--- config.mk ---
export PLATFORM = sky130hd
export DESIGN_NAME = decode_stage
export DESIGN_NICKNAME = d
export VERILOG_FILES = /design/src/logic/mips_pkg.sv /design/src/logic/decode_stage.sv /design/src/logic/control_decoder.sv /design/src/logic/register_file.sv
export VERILOG_INCLUDE_DIRS = /design/src /design/src/logic
export SDC_FILE = /design/constraint.sdc
export NUM_CORES = 2
export LEC_CHECK = 0
export BUFFER_PORTS_ARGS = -buffer_cell sky130_fd_sc_hd__buf_4
export CAP_MARGIN = 10
export CELL_PAD_IN_SITES_DETAIL_PLACEMENT = 0
export CELL_PAD_IN_SITES_GLOBAL_PLACEMENT = 1
export CORE_MARGIN = 1.5
export CORE_UTILIZATION = 30
export CTS_CLUSTER_SIZE = 30
export DETAILED_ROUTE_END_ITERATION = 7
export PLACE_DENSITY = 0.52
export SYNTH_ARGS = -nofsm -noshare
export SYNTH_HDL_FRONTEND = slang
export SYNTH_SLANG_ARGS = --single-unit
export TNS_END_PERCENT = 50
--- constraint.sdc ---
create_clock -name i_clk -period 6.93 [get_ports i_clk]
set_input_delay 1.7325 -clock i_clk [delete_from_list [all_inputs] [get_ports i_clk]]
set_output_delay 1.7325 -clock i_clk [all_outputs]
set_load 0.01 [all_outputs]
--- src/logic/mips_macros.svh ---
`ifndef MIPS_MACROS_SVH
`define MIPS_MACROS_SVH

// datapath widths shared by the decode stage and its register file

// one data word, also the width of every pc and address
`define NB_BITS 32

// register number field in rs / rt / rd
`define NB_REG  5

// size of the architectural register file
`define N_REGS  32

// jump target bus towards fetch
`define NB_JMP  32

`endif
--- src/logic/mips_pkg.sv ---
`default_nettype none

package mips_pkg;

   // primary opcodes, instr[31:26]
   typedef enum logic [5:0] {
      OP_SPECIAL = 6'd0,  // r-type, operation in funct
      OP_J       = 6'd2,
      OP_JAL     = 6'd3,
      OP_BEQ     = 6'd4,
      OP_BNE     = 6'd5,
      OP_ADDI    = 6'd8,
      OP_SLTI    = 6'd10,
      OP_ANDI    = 6'd12,
      OP_ORI     = 6'd13,
      OP_XORI    = 6'd14,
      OP_LUI     = 6'd15,
      OP_LW      = 6'd35,
      OP_SW      = 6'd43
   } opcode_e;

   // special function codes that redirect the pc
   typedef enum logic [5:0] {
      FN_JR   = 6'd8,
      FN_JALR = 6'd9
   } funct_e;

   // operation handed to execute
   typedef enum logic [3:0] {
      ALU_NONE = 4'd0,
      ALU_ADD  = 4'd1,
      ALU_SLT  = 4'd2,
      ALU_AND  = 4'd3,
      ALU_OR   = 4'd4,
      ALU_XOR  = 4'd5,
      ALU_LUI  = 4'd6,
      ALU_JAL  = 4'd7,  // link value pc+8 computed in execute
      ALU_FUNC = 4'd8   // execute decodes instr[5:0] itself
   } alu_op_e;

   // immediate extension modes
   typedef enum logic [1:0] {
      EXT_JMP   = 2'd0,  // 26 bit index, zero filled
      EXT_SGN   = 2'd1,
      EXT_ZRO   = 2'd2,
      EXT_SHAMT = 2'd3   // instr[10:6]
   } ext_e;

   // first alu operand
   typedef enum logic [1:0] {
      SRC_A_PC    = 2'd0,
      SRC_A_RS    = 2'd1,
      SRC_A_SHAMT = 2'd2
   } src_a_e;

   // write-back register select
   typedef enum logic [1:0] {
      DEST_RD  = 2'd0,
      DEST_RT  = 2'd1,
      DEST_R31 = 2'd2  // link register
   } dest_e;

endpackage

`default_nettype wire

--- src/logic/decode_stage.sv ---
`timescale 1ns/1ps
`default_nettype none

`include "mips_macros.svh"

module decode_stage (
   input  logic                i_clk,
   input  logic                i_rst,
   input  logic [`NB_BITS-1:0] i_pc,      // pc+4 of this instruction
   input  logic [`NB_BITS-1:0] i_instr,
   input  logic [`NB_BITS-1:0] i_wb_data,
   input  logic [`NB_REG-1:0]  i_wb_dst,
   input  logic                i_wb_we,
   output logic [`NB_BITS-1:0] o_id_ex_pc,
   output logic [`NB_BITS-1:0] o_id_ex_rs,
   output logic [`NB_BITS-1:0] o_id_ex_rt,
   output logic [`NB_BITS-1:0] o_id_ex_imm,
   output logic [`NB_REG-1:0]  o_id_ex_rt_num,
   output logic [`NB_REG-1:0]  o_id_ex_rd_num,
   output mips_pkg::alu_op_e   o_id_ex_alu_op,
   output mips_pkg::src_a_e    o_id_ex_src_a,
   output logic                o_id_ex_src_b_imm,
   output mips_pkg::dest_e     o_id_ex_dest,
   output logic [`NB_JMP-1:0]  o_jmp_addr,
   output logic [`NB_BITS-1:0] o_brh_addr,
   output logic                o_pc_src,
   output logic                o_pc_beq,
   output logic                o_flush
);

   import mips_pkg::*;

   localparam int NB_IMM = 16;   // i-type immediate
   localparam int NB_IDX = 26;   // j-type index

   opcode_e opcode;
   funct_e  funct;

   logic [`NB_REG-1:0]  rs_num;
   logic [`NB_REG-1:0]  rt_num;
   logic [`NB_REG-1:0]  rd_num;
   logic [`NB_REG-1:0]  shamt;

   logic [`NB_BITS-1:0] rs_data;
   logic [`NB_BITS-1:0] rt_data;
   logic                equal;

   ext_e                ext;
   alu_op_e             alu_op;
   src_a_e              src_a;
   logic                src_b_imm;
   dest_e               dest;
   logic                jmp_reg;

   logic [`NB_BITS-1:0] imm_ext;

   // instruction fields
   assign opcode = opcode_e'(i_instr[31:26]);
   assign funct  = funct_e'(i_instr[5:0]);
   assign rs_num = i_instr[25:21];
   assign rt_num = i_instr[20:16];
   assign rd_num = i_instr[15:11];
   assign shamt  = i_instr[10:6];

   register_file u_register_file (
      .i_clk     (i_clk),
      .i_rst     (i_rst),
      .i_rs_addr (rs_num),
      .i_rt_addr (rt_num),
      .i_wr_addr (i_wb_dst),
      .i_wr_data (i_wb_data),
      .i_wr_en   (i_wb_we),
      .o_rs_data (rs_data),
      .o_rt_data (rt_data),
      .o_equal   (equal)
   );

   control_decoder u_control_decoder (
      .i_opcode    (opcode),
      .i_funct     (funct),
      .i_equal     (equal),
      .o_ext       (ext),
      .o_alu_op    (alu_op),
      .o_src_a     (src_a),
      .o_src_b_imm (src_b_imm),
      .o_dest      (dest),
      .o_jmp_reg   (jmp_reg),
      .o_pc_src    (o_pc_src),
      .o_pc_beq    (o_pc_beq),
      .o_flush     (o_flush)
   );

   always_comb begin
      case (ext)
         EXT_JMP:   imm_ext = {{(`NB_BITS-NB_IDX){1'b0}}, i_instr[NB_IDX-1:0]};
         EXT_SGN:   imm_ext = {{(`NB_BITS-NB_IMM){i_instr[NB_IMM-1]}}, i_instr[NB_IMM-1:0]};
         EXT_ZRO:   imm_ext = {{(`NB_BITS-NB_IMM){1'b0}}, i_instr[NB_IMM-1:0]};
         default:   imm_ext = {{(`NB_BITS-`NB_REG){1'b0}}, shamt};
      endcase
   end

   // jr/jalr go to rs as is, j/jal to the word index
   assign o_jmp_addr = jmp_reg ? rs_data[`NB_JMP-1:0]
                               : {{(`NB_JMP-NB_IDX-2){1'b0}}, i_instr[NB_IDX-1:0], 2'b00};

   // branches decode with sign extension, so imm_ext is the offset here
   assign o_brh_addr = i_pc + {imm_ext[`NB_BITS-3:0], 2'b00};

   // id/ex register, a new entry every cycle
   always_ff @(posedge i_clk) begin
      if (i_rst) begin
         o_id_ex_pc        <= '0;
         o_id_ex_rs        <= '0;
         o_id_ex_rt        <= '0;
         o_id_ex_imm       <= '0;
         o_id_ex_rt_num    <= '0;
         o_id_ex_rd_num    <= '0;
         o_id_ex_alu_op    <= ALU_NONE;
         o_id_ex_src_a     <= SRC_A_PC;
         o_id_ex_src_b_imm <= 1'b0;
         o_id_ex_dest      <= DEST_RD;
      end else begin
         o_id_ex_pc        <= i_pc;
         o_id_ex_rs        <= rs_data;
         o_id_ex_rt        <= rt_data;
         o_id_ex_imm       <= imm_ext;
         o_id_ex_rt_num    <= rt_num;
         o_id_ex_rd_num    <= rd_num;
         o_id_ex_alu_op    <= alu_op;
         o_id_ex_src_a     <= src_a;
         o_id_ex_src_b_imm <= src_b_imm;
         o_id_ex_dest      <= dest;
      end
   end

   // fetch only squashes on a real redirect
   flush_has_cause: assert property (@(posedge i_clk) disable iff (i_rst)
      o_flush |-> (o_pc_src || o_pc_beq))
      else $error("flush without jump or taken branch");

endmodule

`default_nettype wire

--- src/logic/control_decoder.sv ---
`timescale 1ns/1ps
`default_nettype none

module control_decoder (
   input  mips_pkg::opcode_e i_opcode,
   input  mips_pkg::funct_e  i_funct,
   input  logic              i_equal,
   output mips_pkg::ext_e    o_ext,
   output mips_pkg::alu_op_e o_alu_op,
   output mips_pkg::src_a_e  o_src_a,
   output logic              o_src_b_imm,
   output mips_pkg::dest_e   o_dest,
   output logic              o_jmp_reg,
   output logic              o_pc_src,
   output logic              o_pc_beq,
   output logic              o_flush
);

   import mips_pkg::*;

   logic is_jr;   // jr or jalr in the funct field

   assign is_jr = (i_funct == FN_JR) || (i_funct == FN_JALR);

   always_comb begin
      // unknown opcodes behave like a nop
      o_ext       = EXT_SGN;
      o_alu_op    = ALU_NONE;
      o_src_a     = SRC_A_PC;
      o_src_b_imm = 1'b0;
      o_dest      = DEST_RD;
      o_jmp_reg   = 1'b0;
      o_pc_src    = 1'b0;
      o_pc_beq    = 1'b0;

      case (i_opcode)
         OP_J: begin
            o_ext    = EXT_JMP;
            o_pc_src = 1'b1;
         end
         OP_JAL: begin
            o_ext    = EXT_JMP;
            o_alu_op = ALU_JAL;   // return address through the alu
            o_dest   = DEST_R31;
            o_pc_src = 1'b1;
         end
         OP_BEQ: begin
            o_pc_beq = i_equal;
         end
         OP_BNE: begin
            o_pc_beq = !i_equal;
         end
         OP_ADDI: begin
            o_alu_op    = ALU_ADD;
            o_src_a     = SRC_A_RS;
            o_src_b_imm = 1'b1;
            o_dest      = DEST_RT;
         end
         OP_SLTI: begin
            o_alu_op    = ALU_SLT;
            o_src_a     = SRC_A_RS;
            o_src_b_imm = 1'b1;
            o_dest      = DEST_RT;
         end
         OP_ANDI: begin
            o_ext       = EXT_ZRO;   // logic ops take the raw 16 bits
            o_alu_op    = ALU_AND;
            o_src_a     = SRC_A_RS;
            o_src_b_imm = 1'b1;
            o_dest      = DEST_RT;
         end
         OP_ORI: begin
            o_ext       = EXT_ZRO;
            o_alu_op    = ALU_OR;
            o_src_a     = SRC_A_RS;
            o_src_b_imm = 1'b1;
            o_dest      = DEST_RT;
         end
         OP_XORI: begin
            o_ext       = EXT_ZRO;
            o_alu_op    = ALU_XOR;
            o_src_a     = SRC_A_RS;
            o_src_b_imm = 1'b1;
            o_dest      = DEST_RT;
         end
         OP_LUI: begin
            o_ext       = EXT_ZRO;
            o_alu_op    = ALU_LUI;   // alu shifts the immediate up
            o_src_b_imm = 1'b1;
            o_dest      = DEST_RT;
         end
         OP_LW, OP_SW: begin
            // base plus offset
            o_alu_op    = ALU_ADD;
            o_src_a     = SRC_A_RS;
            o_src_b_imm = 1'b1;
            o_dest      = DEST_RT;
         end
         OP_SPECIAL: begin
            o_ext     = EXT_SHAMT;
            o_alu_op  = ALU_FUNC;
            o_src_a   = SRC_A_SHAMT;
            o_jmp_reg = is_jr;
            o_pc_src  = is_jr;
         end
         default: begin
         end
      endcase
   end

   assign o_flush = o_pc_src | o_pc_beq;   // squash the slot in fetch

   // a jump and a taken branch cannot come from one opcode
   always_comb begin
      redirect_excl: assert final (!(o_pc_src && o_pc_beq))
         else $error("jump and branch redirect at once");
   end

endmodule

`default_nettype wire

--- src/logic/register_file.sv ---
`timescale 1ns/1ps
`default_nettype none

`include "mips_macros.svh"

module register_file (
   input  logic                i_clk,
   input  logic                i_rst,
   input  logic [`NB_REG-1:0]  i_rs_addr,
   input  logic [`NB_REG-1:0]  i_rt_addr,
   input  logic [`NB_REG-1:0]  i_wr_addr,
   input  logic [`NB_BITS-1:0] i_wr_data,
   input  logic                i_wr_en,
   output logic [`NB_BITS-1:0] o_rs_data,
   output logic [`NB_BITS-1:0] o_rt_data,
   output logic                o_equal
);

   logic [`NB_BITS-1:0] regs [`N_REGS];

   logic wr_valid;   // write that actually lands in the array
   logic rs_bypass;
   logic rt_bypass;

   assign wr_valid = i_wr_en && (i_wr_addr != '0);

   // write-back and decode in the same cycle, forward the new value
   assign rs_bypass = wr_valid && (i_rs_addr == i_wr_addr);
   assign rt_bypass = wr_valid && (i_rt_addr == i_wr_addr);

   always_ff @(posedge i_clk) begin
      if (i_rst) begin
         for (int i = 0; i < `N_REGS; i++) begin
            regs[i] <= '0;
         end
      end else if (wr_valid) begin
         regs[i_wr_addr] <= i_wr_data;
      end
   end

   // r0 is cleared on reset and never written
   always_comb begin
      if (rs_bypass) begin
         o_rs_data = i_wr_data;
      end else begin
         o_rs_data = regs[i_rs_addr];
      end
   end

   always_comb begin
      if (rt_bypass) begin
         o_rt_data = i_wr_data;
      end else begin
         o_rt_data = regs[i_rt_addr];
      end
   end

   assign o_equal = (o_rs_data == o_rt_data);   // beq / bne resolution

   // r0 stays zero, also right after a write-back aimed at it
   r0_reads_zero: assert property (@(posedge i_clk) disable iff (i_rst)
      ((i_rs_addr == '0) |-> (o_rs_data == '0)) and
      ((i_rt_addr == '0) |-> (o_rt_data == '0)))
      else $error("register 0 read back nonzero");

endmodule

`default_nettype wire

# Yosys cells after proc, flatten, opt, wreduce, memory -nomap -nowiden
# Memory sizes are Yosys's and may differ from the RTL's.
# Cells that the tools add are included.
# op_classes
n_addsub,1
eq_ne,19
mux,20
bitwise_logic,1
reduce_logical,14
# ops
op,n
32-bit 2-to-1 mux,4
32-bit one-hot mux with 3 select lines,1
6-bit by 4-bit equality test with 1-bit output (second input constant),8
32-bit adder,1
32-bit equality test,1
4-bit one-hot mux with 8 select lines,1
32-bit OR reduction,1
6-bit by 2-bit equality test with 1-bit output (second input constant),2
6-bit by 3-bit equality test with 1-bit output (second input constant),2
6-bit equality test (second input constant),2
5-bit equality test,2
1-bit 2-to-1 mux,8
2-bit one-hot mux with 2 select lines,2
8-bit OR reduction,1
7-bit OR reduction,1
6-bit logical NOT,1
2-bit one-hot mux with 3 select lines,1
5-bit 2-to-1 mux,1
5-bit nonzero test,1
1-bit one-hot mux with 2 select lines,2
4-bit OR reduction,1
1-bit logical AND,3
3-bit OR reduction,1
2-bit by 1-bit equality test with 1-bit output (second input constant),1
other kinds (6),6
# totals
regBits,147
ram_bits,1024
in_bits,104
wordCells,66
mem_count,1
# memory_table
memory,words,word_bits,read_ports,rd_clocked_by_memory_dff,wr,line_no,source
u_register_file.regs,32,32,2,0,32,register_file.sv:19,logic [`NB_BITS-1:0] regs [`N_REGS];

# Depth between registers and ports, before layout
# logic_depth
ltp_word,8
mapped_depth,17
mapped_depth_nobuf,15

# Modules after synthesis
# From an unflattened synthesis, not the netlist that was laid out.
# hier_totals
cells_unflattened,4633
area_unflattened_um2,62192.1
# modules_own_cells
mod,n_inst,cells_each,area_each_um2
register_file,1,3999,55976.2
decode_stage,1,590,5953.2
control_decoder,1,44,262.8

# Worst setup path before layout
# OpenSTA, ideal clock, no wires.
# synth_timing
path_type,input to output
startpoint,input i_instr[28]
endpoint,output o_brh_addr[30]
t_arrival_ns,5.249
path_slack_ns,-0.051
stages,16
cell_sequence,clkbuf_1 nor2_1 nand3_1 mux2_2 ha_1 fa_1 a21o_1 a21oi_1 nor2b_1 o21a_1 a211o_1 a31oi_1 o21ba_2 o21ai_0 or4_1 nand3_1
# synth_between
elab_chain_cells,6
# synth_lines
element,line_no,source
"start, declared",decode_stage.sv:10,"input logic [`NB_BITS-1:0] i_instr,"
6-bit by 4-bit equality test with 1-bit output / 6-bit by 2-bit equality test with 1-bit output (equally long branches),control_decoder.sv:36,case (i_opcode)
4-bit OR reduction (no line) / 2-bit OR reduction (equally long branches),-,
2-bit one-hot mux with 3 select lines (*),control_decoder.sv:36,
2-bit equality test (tied with other cells),decode_stage.sv:94,case (ext)
32-bit one-hot mux with 3 select lines (*),decode_stage.sv:94,
net imm_ext[0],decode_stage.sv:55,logic [`NB_BITS-1:0] imm_ext;
32-bit adder (*),decode_stage.sv:107,"assign o_brh_addr = i_pc + {imm_ext[`NB_BITS-3:0], 2'b00};"
"end, declared",decode_stage.sv:25,"output logic [`NB_BITS-1:0] o_brh_addr,"
# Mark *: on every way through the listed nets, which the timed path passes. The rest lies on a longest branch.

# Worst setup path after layout
# layout_timing
startpoint,input i_instr[21]
endpoint,output o_flush
# layout_between
elab_chain_cells,7
# layout_lines
element,line_no,source
branches (longest 2 deep; another with memory 32 x 32 bit),-,
32-bit 2-to-1 mux (*),register_file.sv:43,if (rs_bypass) begin
32-bit equality test (*),register_file.sv:58,assign o_equal = (o_rs_data == o_rt_data);
1-bit logical NOT,control_decoder.sv:51,o_pc_beq = !i_equal;
1-bit one-hot mux with 2 select lines (*),control_decoder.sv:36,
1-bit bitwise OR (*),control_decoder.sv:111,assign o_flush = o_pc_src | o_pc_beq;
"end, declared",decode_stage.sv:28,output logic o_flush
# Mark *: on every way between the ends.

==> impl_metrics.yaml <==
power:
  power_density_nw_per_um2: 248
  switchingPower_uw: 4990
  power_frac_clock_pct: 39.1
  totalPowerFinal_uw: 18800
  pwr-share-comb_pct: 17.1
  sequentialPowerShare_pct: 43.7
  p_int_uw: 13800
  p_leak_uw: 0.0275
  max-vdd-ir-drop_uv: 264
  power_switching_share_pct: 26.5
status:
  run_status: "finished with violations"
  violations: "negative setup slack"
min_path:
  worst_hold_path_type: "in -> reg"
global_route:
  grt_first_pass_wirelength_um: 347000
  grt.overflow.total: 0
  grt_usage_pct: 24.3
  grt_antenna_before_repair: 28
  grt_pass1_vias: 39887
  grt_start_max_net_pins: 56
clocking:
  clkLatencyLatePin_ns: 0.80
  numCtsBuffers: 138
  clock-sinks: 1166
  root_buffer: "clkbuf_16"
  cts.htree.levels: 4
  cts_tree: "yes"
  worst_setup_hold_path_clk_slew_ns: 0.06
  cts-root-to-sink-buffers: 3
  ctsHoldBuffers: 0
floorplanning:
  die-height_um: 456
  initial_core_util_pct: 30.2
  floorplan.io_pins: 318
  core_area_um2: 204000
  die_outline_width_um: 456
  die_area_um2: 208000
  fp-row-count: 166
drt:
  drt_iter0_drc: 3712
  routed-via-count: 39074
  drt_first_pass_iters: 6
  drt-wirelength-per-cell_um: 34.5
  final_antenna_net_count: 0
  vias_per_cell: 5.25
  detail_route.drc_violations: 0
  final_wirelength_um: 257000
worst_setup_path:
  critical_path.startpoint_type: "primary input"
  worst-endpoint-required_ns: 5.20
  cp.arrival_ns: 5.60
  timing.critical_path.to_type: "output port"
  crit_path_max_fanout: 8
  critPathKind: "in -> out"
cells_and_area:
  layout_commonest_cell: "edfxtp_1"
  final_core_util_pct: 37.2
  final_net_count: 4744
  layout.filler_cells: 19198
  layout-drive-gt1-share_pct: 41.8
  area_overhead_vs_synth_pct: 23.3
  most-common-layout-cells: "1024 x edfxtp_1, 1017 x and2_1, 675 x buf_4"
  final_cell_count_no_fill: 7441
timing:
  final.period_utilization_pct: 106
  setup_viol: 3
  grt_setup_unrepaired: "true"
  finalMaxSlewViolations: 0
  holdWs_ns: 1.16
  max_freq_mhz: 136
  clock-skew-final_ns: 0.0397
  hold_viol: 0
  final_period_minus_worst_setup_slack_ns: 7.33
  max_slew.worst_pin.slew_ns: 1.22
  setup_ws_ns: -0.400
  max-slew-margin-rel_pct: 18.7
run:
  maxCapViolCount: 0
logic_synthesis:
  syn-instance-count: 4038
  synthArstFlopShare_pct: 0
  synth-main-ff-cell: "edfxtp_1"
  synth_area_per_cell_um2: 15.3
  synth.ff_latch_count: 1166
  ys_seq_area_share_pct: 54.5
  yosysWarningCount: 0
  syn_area_um2: 61700
  synth.distinct_cells: 52
  edff_count_synth: 1024
placed_design:
  dp.cells: 7114
  pre_cts_ws_ns: -1.05
  place.detailed.hpwl_um: 153000
  finalWeightedCongestion: 0.810
  port-buffer-count: 317
## per-stage QoR
step	setup TNS (ns)	area, um2
detailed placement	-4.21	70400
finish	-0.750	76000
global route	-1.25	76000
CTS	-0.904	75600
floorplan	0	61800
global placement	-3.86	70400
## layout make-up
type	count	area (um2)	area share, %
sequential	1166	33600	44.2
multi-input combinational	2492	27000	35.5
timing repair buffer	804	7510	9.88
clock buffer	189	3840	5.06
tap	2688	3360	4.42
clock inverter	66	629	0.828
antenna	28	70.1	0.0921
inverter	8	30.0	0.0395
## path summary, 6_finish.rpt
| check | startpoint | endpoint | slack (ns) | depth (start not counted) |
|---|---|---|---|---|
| max | i_instr[21] | o_flush | -0.40 | 17 |
| min | i_pc[9] | o_id_ex_pc[9] | 1.16 | 2 |
| max reg2reg | u_register_file.regs[30][21] | o_id_ex_rs[21] | 4.02 | 14 |
| min reg2reg | u_register_file.regs[10][12] | o_id_ex_rt[12] | 1.27 | 6 |
## Yosys cell counts (12+ instances only)
master	count	share of area, %
edfxtp_1	1024	50
and2_1	1017	10
mux4_2	576	21
clkbuf_1	287	1.7
mux2_2	261	4.8
dfxtp_1	142	4.6
nor2_1	119	0.72
mux2i_1	64	1.0
nand2_1	56	0.34
xnor2_1	54	0.77
nor2b_1	51	0.52
buf_1	38	0.23
or2_2	34	0.34
a21oi_1	32	0.26
buf_2	32	0.26
o21ai_0	30	0.24
ha_1	29	0.59
buf_4	23	0.28
buf_6	23	0.42
a21o_1	18	0.22
xor2_1	16	0.23
nand3_1	15	0.12
nor3_1	13	0.11
nand4_1	12	0.12
## power by group through the flow
stage | combinational (uW) | sequential, uW | clock (uW)
floorplan | 1550 | 8330 | 0
global placement | 3120 | 8370 | 0
detailed placement | 3110 | 8380 | 0
CTS | 3210 | 8240 | 7510
global route | 3360 | 8280 | 7760
finish | 3220 | 8240 | 7370
## critical path, cell delays in order
cell and delay (ns):
buf_16 0.15, buf_16 0.21, buf_12 0.15, mux4_2 0.50
mux2_2 0.29, mux4_2 0.48, mux2i_4 0.24, xnor2_4 0.21
buf_6 0.15, nand4_1 0.17, buf_4 0.23, nor4_4 0.26
buf_4 0.18, nand2_8 0.08, xor2_2 0.18, o21bai_1 0.17
buf_4 0.15
## cell families after synthesis
kind of cell | count (synthesis) | share of synthesized area (%)
AOI/OAI and AO/OA | 113 | 1.13
xor gates and xnor gates | 70 | 0.994
adders and majority gates | 30 | 0.621
buffers and inverters | 411 | 2.99
DFF | 1166 | 54.5
muxes | 901 | 26.8
other | 1 | 0.00608
and+or+nand+nor | 1346 | 12.9
## sequential cells by signal, indices dropped and copies added (netlist names)
signal and cells:
o_id_ex_rd_num 5, o_id_ex_src_b_imm 1, o_id_ex_rs 32, o_id_ex_rt 32, u_register_file.regs 1024, o_id_ex_imm 27
o_id_ex_dest 2, o_id_ex_pc 32, o_id_ex_alu_op 4, o_id_ex_rt_num 5, o_id_ex_src_a 2
## timing repair
action | CTS | global route
gates resized for setup | 93 | 46
setup buffers | 29 | 13
pin swaps | 25 | 28
cloned | 2 | 1
setup endpoints to repair | 13 | 9
## per-layer routing
| layer | track usage [%] | share of wire [%] |
|---|---|---|
| met5 | 0 | 0.016 |
| met4 | 9.65 | 3.9 |
| met3 | 3.70 | 6.1 |
| met2 | 42.2 | 50 |
| met1 | 30.4 | 40 |
Note: power is estimated with default switching activity, not from simulation.
